===== src/verilog/ppu_pkg.sv =====
// ~~~~~~~~~~~~~~~~~~~~~~~~~~~~~~
// Shared widths and constants for the picture processor register side
// Scanline 511 stands for the pre-render line (-1 in 9 bits)
// ~~~~~~~~~~~~~~~~~~~~~~~~~~~~~~
package ppu_pkg;

	typedef logic [7:0]  byte_t;      // CPU data bus
	typedef logic [2:0]  reg_sel_t;   // Register index from CPU address
	typedef logic [8:0]  line_pos_t;  // Scanline or cycle number
	typedef logic [14:0] vaddr_t;     // Current / temporary address
	typedef logic [2:0]  fine_x_t;    // Fine X scroll
	typedef logic [4:0]  pal_index_t; // Palette address
	typedef logic [5:0]  colour_t;    // Palette entry

	typedef enum logic [1:0] {
		SYS_NTSC  = 2'd0,
		SYS_PAL   = 2'd1,
		SYS_DENDY = 2'd2,
		SYS_VS    = 2'd3
	} sys_type_t;

	// Register map
	localparam reg_sel_t REG_CTRL   = 3'd0;
	localparam reg_sel_t REG_MASK   = 3'd1;
	localparam reg_sel_t REG_STATUS = 3'd2;
	localparam reg_sel_t REG_SCROLL = 3'd5;
	localparam reg_sel_t REG_ADDR   = 3'd6;
	localparam reg_sel_t REG_DATA   = 3'd7;

	// Frame timing
	localparam line_pos_t LAST_CYCLE          = 9'd340;
	localparam line_pos_t PRE_RENDER_LINE     = 9'd511;
	localparam line_pos_t VISIBLE_LINES       = 9'd240;
	localparam line_pos_t VBLANK_START_NORMAL = 9'd241; // NTSC, PAL, Vs
	localparam line_pos_t VBLANK_START_DENDY  = 9'd291;
	localparam line_pos_t VBLANK_END_NTSC     = 9'd260; // NTSC, Vs
	localparam line_pos_t VBLANK_END_LONG     = 9'd310; // PAL, Dendy

	localparam logic [5:0] PALETTE_PAGE = 6'h3F;    // Address bits 13:8 of palette space
	localparam int PALETTE_ENTRIES      = 32;
	localparam vaddr_t STEP_ACROSS      = 15'd1;
	localparam vaddr_t STEP_DOWN        = 15'd32;

endpackage


===== src/verilog/ppu_reg_port.sv =====
// ~~~~~~~~~~~~~~~~~~~~~~~~~~~~~~
// CPU register decode, one pulse per register access
// read and write must never be high together
// Only increment, NMI enable and render enables are kept
// ~~~~~~~~~~~~~~~~~~~~~~~~~~~~~~
`timescale 1ns/1ns

module ppu_reg_port
	import ppu_pkg::*;
(
	input  logic     clk,
	input  logic     reset,
	input  reg_sel_t ain,
	input  byte_t    din,
	input  logic     read,
	input  logic     write,
	output logic     ctrl_wr,
	output logic     scroll_wr,
	output logic     addr_wr,
	output logic     data_wr,
	output logic     data_rd,
	output logic     status_rd,
	output logic     incr_32,
	output logic     vbl_enable,
	output logic     rendering_enabled
);

	logic mask_wr;
	logic bg_enable;  // Mask bit 3
	logic spr_enable; // Mask bit 4

	// Strobe decode
	assign ctrl_wr   = write && (ain == REG_CTRL);
	assign mask_wr   = write && (ain == REG_MASK);
	assign scroll_wr = write && (ain == REG_SCROLL);
	assign addr_wr   = write && (ain == REG_ADDR);
	assign data_wr   = write && (ain == REG_DATA);
	assign data_rd   = read && (ain == REG_DATA);
	assign status_rd = read && (ain == REG_STATUS);

	always_ff @(posedge clk) begin
		if (reset) begin
			incr_32           <= 1'b0;
			vbl_enable        <= 1'b0;
			bg_enable         <= 1'b0;
			spr_enable        <= 1'b0;
			rendering_enabled <= 1'b0;
		end else begin
			if (ctrl_wr) begin
				incr_32    <= din[2]; // 0 steps by 1, 1 steps by 32
				vbl_enable <= din[7];
			end
			if (mask_wr) begin
				bg_enable  <= din[3];
				spr_enable <= din[4];
			end
			// One extra cycle behind the mask bits, as on the real chip
			rendering_enabled <= bg_enable | spr_enable;
		end
	end

endmodule


===== src/verilog/ppu_frame_timer.sv =====
// ~~~~~~~~~~~~~~~~~~~~~~~~~~~~~~
// One clock is one pixel, no clock enable
// Odd frames drop a pixel on the pre-render line (NTSC and Vs, rendering on)
// Vblank pulses are one cycle wide at cycle 0
// ~~~~~~~~~~~~~~~~~~~~~~~~~~~~~~
`timescale 1ns/1ns

module ppu_frame_timer
	import ppu_pkg::*;
(
	input  logic      clk,
	input  logic      reset,
	input  sys_type_t sys_type,
	input  logic      rendering_enabled,
	output line_pos_t scanline,
	output line_pos_t cycle,
	output logic      is_rendering,
	output logic      entering_vblank,
	output logic      exiting_vblank
);

	line_pos_t vblank_start_sl;
	line_pos_t vblank_end_sl;
	logic      skip_en;       // System allows the short line
	logic      frame_toggle;  // Flips once per frame
	logic      is_pre_render;
	logic      short_line;
	logic      end_of_line;

	always_comb begin
		case (sys_type)
			SYS_PAL: begin
				vblank_start_sl = VBLANK_START_NORMAL;
				vblank_end_sl   = VBLANK_END_LONG;
				skip_en         = 1'b0;
			end
			SYS_DENDY: begin
				vblank_start_sl = VBLANK_START_DENDY; // Long post-render gap
				vblank_end_sl   = VBLANK_END_LONG;
				skip_en         = 1'b0;
			end
			default: begin // NTSC and Vs
				vblank_start_sl = VBLANK_START_NORMAL;
				vblank_end_sl   = VBLANK_END_NTSC;
				skip_en         = 1'b1;
			end
		endcase
	end

	assign is_pre_render = (scanline == PRE_RENDER_LINE);
	assign short_line    = is_pre_render && !frame_toggle && rendering_enabled && skip_en;
	assign end_of_line   = (cycle == (short_line ? LAST_CYCLE - 9'd1 : LAST_CYCLE));

	assign entering_vblank = (cycle == 9'd0) && (scanline == vblank_start_sl);
	assign exiting_vblank  = (cycle == 9'd0) && is_pre_render;
	assign is_rendering    = rendering_enabled && ((scanline < VISIBLE_LINES) || is_pre_render);

	always_ff @(posedge clk) begin
		if (reset) begin
			cycle        <= '0;
			scanline     <= '0;
			frame_toggle <= 1'b0; // First frame is always full length
		end else begin
			cycle <= end_of_line ? 9'd0 : cycle + 9'd1;
			if (end_of_line) begin
				// 511 + 1 wraps to line 0
				scanline <= (scanline == vblank_end_sl) ? PRE_RENDER_LINE : scanline + 9'd1;
				if (scanline == 9'd255)
					frame_toggle <= ~frame_toggle;
			end
		end
	end

endmodule


===== src/verilog/ppu_vram_addr.sv =====
// ~~~~~~~~~~~~~~~~~~~~~~~~~~~~~~
// Temporary and current address with the shared two-write latch
// No scroll increments during rendering, data access only steps outside it
// ~~~~~~~~~~~~~~~~~~~~~~~~~~~~~~
`timescale 1ns/1ns

module ppu_vram_addr
	import ppu_pkg::*;
(
	input  logic    clk,
	input  logic    reset,
	input  byte_t   din,
	input  logic    ctrl_wr,
	input  logic    scroll_wr,
	input  logic    addr_wr,
	input  logic    data_wr,
	input  logic    data_rd,
	input  logic    status_rd,
	input  logic    incr_32,
	input  logic    is_rendering,
	output vaddr_t  vram_a,
	output fine_x_t fine_x,
	output logic    is_pal_address
);

	vaddr_t addr_t;       // Temporary address
	logic   second_write; // Latch, high after the first write of a pair

	assign is_pal_address = (vram_a[13:8] == PALETTE_PAGE);

	always_ff @(posedge clk) begin
		if (reset) begin
			vram_a       <= '0;
			addr_t       <= '0;
			fine_x       <= '0;
			second_write <= 1'b0;
		end else if (ctrl_wr) begin
			addr_t[11:10] <= din[1:0]; // Nametable select
		end else if (scroll_wr) begin
			if (!second_write) begin
				addr_t[4:0] <= din[7:3]; // Coarse X
				fine_x      <= din[2:0];
			end else begin
				addr_t[9:5]   <= din[7:3]; // Coarse Y
				addr_t[14:12] <= din[2:0]; // Fine Y
			end
			second_write <= !second_write;
		end else if (addr_wr) begin
			if (!second_write) begin
				addr_t[13:8] <= din[5:0];
				addr_t[14]   <= 1'b0;
			end else begin
				addr_t[7:0] <= din;
				vram_a      <= {addr_t[14:8], din}; // Whole address takes effect now
			end
			second_write <= !second_write;
		end else if (status_rd) begin
			second_write <= 1'b0;
		end else if ((data_wr || data_rd) && !is_rendering) begin
			vram_a <= vram_a + (incr_32 ? STEP_DOWN : STEP_ACROSS);
		end
	end

endmodule


===== src/verilog/ppu_palette_ram.sv =====
// ~~~~~~~~~~~~~~~~~~~~~~~~~~~~~~
// 32 x 6 colour table, contents undefined after power-up
// Entries 0x10/14/18/1C mirror 0x00/04/08/0C
// ~~~~~~~~~~~~~~~~~~~~~~~~~~~~~~
`timescale 1ns/1ns

module ppu_palette_ram
	import ppu_pkg::*;
(
	input  logic       clk,
	input  pal_index_t addr,
	input  colour_t    wdata,
	input  logic       we,
	output colour_t    rdata
);

	colour_t    table_mem [PALETTE_ENTRIES];
	pal_index_t addr_fold;

	// Backdrop entries of sprite palettes share the background ones
	assign addr_fold = (addr[1:0] == 2'b00) ? {1'b0, addr[3:0]} : addr;
	assign rdata     = table_mem[addr_fold];

	always_ff @(posedge clk) begin
		if (we)
			table_mem[addr_fold] <= wdata;
	end

endmodule


===== src/verilog/ppu_status_out.sv =====
// ~~~~~~~~~~~~~~~~~~~~~~~~~~~~~~
// Vblank flag, NMI and registered CPU read data
// Status bits 6:0 and the open bus read back as 0
// ~~~~~~~~~~~~~~~~~~~~~~~~~~~~~~
`timescale 1ns/1ns

module ppu_status_out
	import ppu_pkg::*;
(
	input  logic    clk,
	input  logic    reset,
	input  logic    entering_vblank,
	input  logic    exiting_vblank,
	input  logic    status_rd,
	input  logic    data_rd,
	input  logic    is_pal_address,
	input  logic    vbl_enable,
	input  colour_t colour,
	output logic    nmi,
	output byte_t   dout
);

	logic vbl_flag; // Set in vblank until read or pre-render

	assign nmi = vbl_flag && vbl_enable;

	always_ff @(posedge clk) begin
		if (reset) begin
			vbl_flag <= 1'b0;
			dout     <= '0;
		end else begin
			// Set has priority over a status read on the same edge
			if (entering_vblank)
				vbl_flag <= 1'b1;
			else if (exiting_vblank || status_rd)
				vbl_flag <= 1'b0;

			if (status_rd) begin
				dout <= {vbl_flag, 7'b0}; // Flag as it was before the read
			end else if (data_rd) begin
				// Only palette space is readable here
				dout <= is_pal_address ? {2'b00, colour} : 8'h00;
			end
		end
	end

endmodule


===== src/verilog/ppu_core.sv =====
// ~~~~~~~~~~~~~~~~~~~~~~~~~~~~~~
// Register and timing half of the picture processor, one clock per pixel
// Read data appears one edge after the read strobe and holds until the next
// ~~~~~~~~~~~~~~~~~~~~~~~~~~~~~~
`timescale 1ns/1ns

module ppu_core
	import ppu_pkg::*;
(
	input  logic      clk,
	input  logic      reset,
	input  sys_type_t sys_type,
	input  reg_sel_t  ain,
	input  byte_t     din,
	input  logic      read,
	input  logic      write,
	output byte_t     dout,
	output logic      nmi,
	output line_pos_t scanline,
	output line_pos_t cycle,
	output vaddr_t    vram_a,
	output fine_x_t   fine_x
);

	logic    ctrl_wr, scroll_wr, addr_wr, data_wr, data_rd, status_rd;
	logic    incr_32, vbl_enable, rendering_enabled;
	logic    is_rendering, entering_vblank, exiting_vblank;
	logic    is_pal_address;
	colour_t colour;

	ppu_reg_port u_reg_port (
		.clk               (clk),
		.reset             (reset),
		.ain               (ain),
		.din               (din),
		.read              (read),
		.write             (write),
		.ctrl_wr           (ctrl_wr),
		.scroll_wr         (scroll_wr),
		.addr_wr           (addr_wr),
		.data_wr           (data_wr),
		.data_rd           (data_rd),
		.status_rd         (status_rd),
		.incr_32           (incr_32),
		.vbl_enable        (vbl_enable),
		.rendering_enabled (rendering_enabled)
	);

	ppu_frame_timer u_frame_timer (
		.clk               (clk),
		.reset             (reset),
		.sys_type          (sys_type),
		.rendering_enabled (rendering_enabled),
		.scanline          (scanline),
		.cycle             (cycle),
		.is_rendering      (is_rendering),
		.entering_vblank   (entering_vblank),
		.exiting_vblank    (exiting_vblank)
	);

	ppu_vram_addr u_vram_addr (
		.clk            (clk),
		.reset          (reset),
		.din            (din),
		.ctrl_wr        (ctrl_wr),
		.scroll_wr      (scroll_wr),
		.addr_wr        (addr_wr),
		.data_wr        (data_wr),
		.data_rd        (data_rd),
		.status_rd      (status_rd),
		.incr_32        (incr_32),
		.is_rendering   (is_rendering),
		.vram_a         (vram_a),
		.fine_x         (fine_x),
		.is_pal_address (is_pal_address)
	);

	// Written at the address before the step
	ppu_palette_ram u_palette_ram (
		.clk   (clk),
		.addr  (vram_a[4:0]),
		.wdata (din[5:0]),
		.we    (data_wr && is_pal_address),
		.rdata (colour)
	);

	ppu_status_out u_status_out (
		.clk             (clk),
		.reset           (reset),
		.entering_vblank (entering_vblank),
		.exiting_vblank  (exiting_vblank),
		.status_rd       (status_rd),
		.data_rd         (data_rd),
		.is_pal_address  (is_pal_address),
		.vbl_enable      (vbl_enable),
		.colour          (colour),
		.nmi             (nmi),
		.dout            (dout)
	);

endmodule


===== config.mk =====
export PLATFORM = sky130hd
export DESIGN_NAME = ppu_core
export DESIGN_NICKNAME = d
export VERILOG_FILES = /design/src/verilog/ppu_pkg.sv /design/src/verilog/ppu_reg_port.sv /design/src/verilog/ppu_frame_timer.sv /design/src/verilog/ppu_vram_addr.sv /design/src/verilog/ppu_palette_ram.sv /design/src/verilog/ppu_status_out.sv /design/src/verilog/ppu_core.sv
export SDC_FILE = /design/constraint.sdc
export NUM_CORES = 1
export LEC_CHECK = 0
export ABC_AREA = 0
export BUFFER_PORTS_ARGS = -buffer_cell sky130_fd_sc_hd__buf_2
export CORE_AREA = 2 2 152 154
export CTS_CLUSTER_DIAMETER = 60
export DETAILED_ROUTE_END_ITERATION = 10
export DIE_AREA = 0 0 154 156
export GPL_TIMING_DRIVEN = 1
export SLEW_MARGIN = 20
export SYNTH_ARGS = -nofsm -noshare
export SYNTH_HDL_FRONTEND = slang
export SYNTH_SLANG_ARGS = --single-unit

===== constraint.sdc =====
create_clock -name clk -period 2.18 [get_ports clk]
set_input_delay 0.218 -clock clk [delete_from_list [all_inputs] [get_ports clk]]
set_output_delay 0.218 -clock clk [all_outputs]
set_load 0.01 [all_outputs]

==> qor.yml, run 1 <==
cts:
  path_clk_slew_ns: 0.06
  cts_root_buf: "clkbuf_16"
  cts_inserted_buffers: 24
  worst_skew_pair.late_latency_ns: 0.51
  clock-sinks: 226
  cts_tree: "yes"
  cts.path.max_buffers: 3
  cts_max_level: 1
critical_path:
  path_class: "flop to flop"
  setup.reg_to_reg.worst_slack_ns: 0.01
  endpoint_kind: "flop"
  timing.critical_path.from_type: "flop"
  timing.critical_path.required_ns: 2.59
  cp.arrival_ns: 2.58
  critical_path_peak_fanout: 5
placement:
  placement.cell_area_um2: 10800
  pre_cts_slack_ns: -0.187
  io_buffer_count: 60
  globalplace.congestion: 0.880
  detailed_place_hpwl_mm: 15.8
detailed_routing:
  detailedRoute.firstIterationViolations: 467
  routedWlPerCell_um: 20.6
  wirelength_mm: 23.8
  routed-via-count: 6622
  drt_pass1_iterations: 4
  post-route-drc-count: 0
  vias_per_cell: 5.72
  post_detailed_route_count_of_antenna_violating_nets: 0
finish:
  relative_area_change_from_synthesis_to_final_layout_pct: 19.9
  drive_gt1_frac: 0.299
  postLayoutCoreUtil: 0.528
  final_design_area_no_fill_um2: 11800
  inserted_diodes: 0
  fin_nets: 880
pwr:
  power.density_cell_area_nw_per_um2: 768
  p_switching_uw: 1900
  power_report.internal_total_uw: 7170
  seqPwrFrac: 0.512
  part_of_the_power_in_the_clock_network: 0.438
  worst_ir_drop_vdd_mv: 0.544
  total_leakage_power_uw: 0.00405
  pwr-share-comb: 0.050
  switching_share: 0.210
global_routing:
  grt_use_total: 0.198
  antenna_found_initial: 0
  global_route.overflow_total: 0
  first_pass_grt_wire_length_mm: 37.5
  grt_pass1_vias: 6601
  grt_start_max_net_pins: 38
yosys:
  asyncSetResetFlopFracSynth: 0
  synth_edf_count: 168
  yosys-top-cells-count: "edfxtp_1, nor2_1, dfxtp_1"
  netlist_area_um2: 9860
  post_synth_inst_count: 730
  netlist_top_cells_area: "edfxtp_1, dfxtp_1, mux4_2"
  synth_top_area_share: 0.512
  netlist_cell_types: 72
  synth_top_flop_cell: "edfxtp_1"
  synth_fp_nets: 756
  post-synth-top-count-cell: "edfxtp_1"
  synth_area_leader_cell: "edfxtp_1"
  synthesis.yosys.warnings: 0
  ys_seq_area_frac: 0.630
  synthesis.area_per_instance_um2: 13.5
  number_of_storage_elements_in_the_synthesis_netlist: 226
sta:
  fin_worst_skew_ns: 0.00999
  grt_setup_unrepaired: "yes"
  worst_pin_slew_ns: 0.725
  max-slew-margin-rel: 0.517
  finalHoldViolCount: 0
  finalWorstSetupSlack_ns: 0.0102
  finalCriticalPeriod_ns: 2.17
  timing.final.setup_violations: 0
  clock.fmax_ghz: 0.461
  maxSlewViolCount: 0
  min_period_over_period: 0.995
  final_hold_slack_ns: 0.0661
  setup_tns_ns: 0
outcome:
  outcome: "completed"
flow_run:
  drv.max_cap_violation_count: 0
die:
  die_w_um: 154
  die_h_um: 156
  floorplan.rows: 55
  coreArea_um2: 22400
  floorplan.initialDensity: 0.441
  dieArea_um2: 24000
  design.portCount: 62
min_path:
  hp_class: "primary input to flop"
==> final cells by class <==
type                            instances  area, um2
Tap cell                              285        357
Multi-Input combinational cell        443       3440
Clock inverter                         12        113
Clock buffer                           32        662
Timing Repair Buffer                  142        968
Fill cell                            1880      10600
Sequential cell                       226       6220
Inverter                               17       63.8
==> timing repair <==
action / CTS / global route
setup endpoints to repair: 19 / 82
endpoints found under the hold margin: 1 / 0
hold buffers: 1 / 0
pin swaps: 8 / 7
setup buffers: 5 / 4
gates cloned: 1 / 0
resized for setup: 11 / 13
==> power by group through the flow <==
stage | Combinational, uW | Sequential [uW] | Clock [uW]
finish | 453 | 4650 | 3970
global route | 491 | 4650 | 4220
CTS | 447 | 4650 | 4060
detailed placement | 441 | 4740 | 0
global placement | 430 | 4740 | 0
floorplan | 269 | 4740 | 0
==> state kept, by name, summed over array words and instances (netlist names), 3 cells and up <==
register	count
u_frame_timer.cycle	9
u_vram_addr.addr_t	7
u_vram_addr.fine_x	3
u_frame_timer.scanline	9
u_status_out.dout	7
u_palette_ram.table_mem	168
u_vram_addr.vram_a	15
==> cell families after synthesis <==
group	count (synthesis)	synth area share
DFF	226	0.630
and+or+nand+nor	213	0.107
AOI/OAI and AO/OA	148	0.109
xor gates and xnor gates	10	0.00889
muxes	61	0.0984
other	1	0.000380
adders and majority gates	9	0.0114
buffers and inverters	62	0.0355
==> path summary, 6_finish.rpt <==
kind	start	end	cells past startpoint
setup / recovery	u_frame_timer.scanline[1]$_SDFFE_PP0N_	u_frame_timer.scanline[2]$_SDFFE_PP0N_	10
hold / removal	din[6]	u_vram_addr.addr_t[8]$_SDFFE_PP0P_	3
setup reg to reg	u_frame_timer.scanline[1]$_SDFFE_PP0N_	u_frame_timer.scanline[2]$_SDFFE_PP0N_	10
hold reg to reg	u_reg_port.vbl_enable$_SDFFE_PP0P_	u_reg_port.vbl_enable$_SDFFE_PP0P_	2
==> layout by cell type, fill, tap and decap left out, types with 4 or more instances in the layout <==
cell type / count
edfxtp_1: 168
buf_4: 77
nor2_1: 63
buf_2: 60
nand2_1: 54
dfxtp_1: 54
a21oi_1: 37
mux4_2: 25
clkbuf_16: 25
nand3_1: 23
a22oi_1: 21
mux2_2: 19
inv_1: 17
nor3_1: 14
o21ai_0: 12
mux2i_1: 10
a211oi_1: 10
a221oi_1: 10
nand4_1: 7
xor2_1: 7
ha_1: 7
a311oi_1: 6
a211oi_2: 6
clkinv_1: 6
clkbuf_1: 6
o21ai_1: 5
o21a_1: 5
mux2_1: 5
and2_1: 4
a311oi_2: 4
o22ai_1: 4
o31ai_1: 4
buf_12: 4
==> through the flow <==
step | cells | power (uW)
after floorplan | 730 | 5010
after global placement | 1102 | 5170
after detailed placement | 1102 | 5180
after CTS | 1153 | 9150
after global routing | 1157 | 9360
final | 1157 | 9070
==> routing by layer <==
layer  up-vias  global-route usage  wire (um)
met2       187               0.330      11600
met3        50              0.0233       1160
met4         0              0.0565        591
li1       3086                   -          -
met5         -                   0          0
met1      3299               0.276      10500
==> worst max-delay path, stage by stage, from the launching register on <==
cell      delay (ns)
dfxtp_4         0.36
ha_4            0.13
and3_4          0.20
nand3_4         0.07
nor2_4          0.12
ha_4            0.14
nand4b_1        0.14
mux2i_2         0.21
and2b_2         0.25
and2_4          0.17
a311oi_2        0.29
Note: power is estimated with default switching activity, not from simulation.
==> run 2, diff against run 1 <==
RECOVER_POWER = 100   (was not set)
==> run 2 against run 1 <==
  * The flow now finishes with violations (capacitance limit, slew limit)
  * Hold slack barely moved
  * Die area is the same
  * Non-clock buffer count unchanged
  * Register-to-register slack about the same
  * Combinational power is 2% lower
  * Sequential power about the same
  * Sequential share of layout area grew 0.31 points
  * Flip-flop and latch count stayed put
  * Critical endpoint unchanged
  * Largest power group unchanged
  * Highest routed layer unchanged
==> qor.yml, run 2 (synthesis results as in run 1) <==
critical_path:
  cp.arrival_ns: 2.58  # about the same
  timing.critical_path.from_type: "flop"  # unchanged
  endpoint_kind: "flop"  # unchanged
  critical_path_peak_fanout: 5  # unchanged
  timing.critical_path.required_ns: 2.59  # about the same
  path_class: "flop to flop"  # unchanged
detailed_routing:
  post-route-drc-count: 0  # unchanged
  wirelength_mm: 23.8  # about the same
  drt_pass1_iterations: 4  # unchanged
  detailedRoute.firstIterationViolations: 440  # was 467
  routedWlPerCell_um: 20.6  # about the same
  routed-via-count: 6628  # was 6,622
  vias_per_cell: 5.73  # was 5.72
  post_detailed_route_count_of_antenna_violating_nets: 0  # unchanged
die:
  die_w_um: 154  # unchanged
  coreArea_um2: 22400  # unchanged
  floorplan.initialDensity: 0.441  # unchanged
  design.portCount: 62  # unchanged
  die_h_um: 156  # unchanged
  dieArea_um2: 24000  # unchanged
  floorplan.rows: 55  # unchanged
cts:
  clock-sinks: 226  # unchanged
  cts_tree: "yes"  # unchanged
  cts.path.max_buffers: 3  # unchanged
  worst_skew_pair.late_latency_ns: 0.51  # about the same
  cts_root_buf: "clkbuf_16"  # unchanged
  path_clk_slew_ns: 0.06  # about the same
  cts_inserted_buffers: 24  # unchanged
  cts_max_level: 1  # unchanged
flow_run:
  drv.max_cap_violation_count: 3  # was 0
finish:
  layout_common_cells: "edfxtp_1, buf_4, nor2_1"  # unchanged
  inserted_diodes: 0  # unchanged
  final_design_area_no_fill_um2: 11700  # was 11,800 um2
  filler_cell_count: 1895  # was 1,880
  top_regs: "u_palette_ram.table_mem (168), u_vram_addr.vram_a (15)"  # unchanged
  drive_gt1_frac: 0.255  # was 0.299
  largest-register: "u_palette_ram.table_mem"  # unchanged
  fin_nets: 880  # unchanged
  max_reg_flops: 168  # unchanged
  seq_area_um2: 6220  # unchanged
  layout_commonest_cell: "edfxtp_1"  # unchanged
  footprint_of_the_multi_input_gates_um2: 3440  # unchanged
  relative_area_change_from_synthesis_to_final_layout_pct: 19.2  # was 19.9%
  post_layout_nonfiller_instances: 1157  # unchanged
placement:
  globalplace.congestion: 0.880  # unchanged
  post-place-cells: 1102  # unchanged
  detailed_place_hpwl_mm: 15.8  # unchanged
  io_buffer_count: 60  # unchanged
  placement.cell_area_um2: 10800  # unchanged
pwr:
  total_leakage_power_uw: 0.00389  # was 0.00405 uW
  power.density_cell_area_nw_per_um2: 772  # was 768 nW/um2
  worst_ir_drop_vdd_mv: 0.544  # about the same
min_path:
  hp_class: "primary input to flop"  # unchanged
sta:
  worst_pin_slew_ns: 1.72  # was 0.725 ns
  clock.fmax_ghz: 0.460  # was 0.461 GHz
  final_hold_slack_ns: 0.0660  # was 0.0661 ns
  finalHoldViolCount: 0  # unchanged
  maxSlewViolCount: 98  # was 0
  max-slew-margin-rel: -0.148  # was 0.517
  grt_setup_unrepaired: "yes"  # unchanged
  setup_tns_ns: 0  # unchanged
  min_period_over_period: 0.996  # was 0.995
  finalCriticalPeriod_ns: 2.17  # about the same
  fin_worst_skew_ns: 0.00981  # was 0.00999 ns
  timing.final.setup_violations: 0  # unchanged
global_routing:
  grt_pass1_vias: 6601  # unchanged
  grt_start_max_net_pins: 38  # unchanged
  global_route.overflow_total: 0  # unchanged
  antenna_found_initial: 0  # unchanged
  first_pass_grt_wire_length_mm: 37.5  # unchanged
  grt_use_total: 0.198  # unchanged
outcome:
  outcome: "finished, violations left"  # was completed
  failing_checks: "capacitance limit, slew limit"
-- run 2: final timing paths --
check | cells past startpoint | from | endpoint | slack (ns)
max | 10 | u_frame_timer.scanline[1]$_SDFFE_PP0N_ | u_frame_timer.scanline[2]$_SDFFE_PP0N_ | 0.008
min | 3 | din[6] | u_vram_addr.addr_t[8]$_SDFFE_PP0P_ | 0.07
max reg2reg | 10 | u_frame_timer.scanline[1]$_SDFFE_PP0N_ | u_frame_timer.scanline[2]$_SDFFE_PP0N_ | 0.008
min reg2reg | 2 | u_reg_port.vbl_enable$_SDFFE_PP0P_ | u_reg_port.vbl_enable$_SDFFE_PP0P_ | 0.47
-- run 2: power breakdown --
| group | leakage (uW) | internal (uW) | total (uW) | switching (uW) |
|---|---|---|---|---|
| logic | 0.00154 | 168 | 446 | 278 |
| clock network | 0.000372 | 2370 | 3970 | 1600 |
| registers | 0.00198 | 4630 | 4650 | 19.4 |
-- run 2: critical path: stages (launching register included) --
cell and delay [ns]:
dfxtp_4 0.36, ha_4 0.13, and3_4 0.21, nand3_4 0.07, nor2_4 0.12, ha_4 0.14, nand4b_1 0.14, mux2i_2 0.21
and2b_2 0.25, and2_4 0.17, a311oi_2 0.29
-- run 2: layout make-up --
type	count	area share
Clock buffer	32	0.0563
Clock inverter	12	0.00959
Inverter	17	0.00543
Multi-Input combinational cell	443	0.293
Sequential cell	226	0.529
Tap cell	285	0.0304
Timing Repair Buffer	142	0.0766
-- run 2: metal layers --
layer  wire length [um]  vias up  track usage
met2              11600      217        0.330
met1              10400     3272        0.276
met4                600        0       0.0565
met5                  0        -            0
met3               1210       53       0.0233
li1                   -     3086            -
-- run 2: timing repair --
action | CTS | global route
hold buffers | 1 | 0
buffers inserted | 5 | 4
pin swaps | 8 | 7
resized for setup | 11 | 13
gates cloned | 1 | 0
endpoints found under the setup margin | 19 | 82
hold endpoints to repair | 1 | 0
-- run 2: per-stage QoR --
step                utilization  worst slack [ns]  power, uW
global route              0.525           -0.0826       9350
global placement          0.485            0.0143       5170
CTS                       0.524           -0.0363       9150
finish                    0.525           0.00787       9060
detailed placement        0.485            -0.187       5180
floorplan                     -           -0.0489       5010
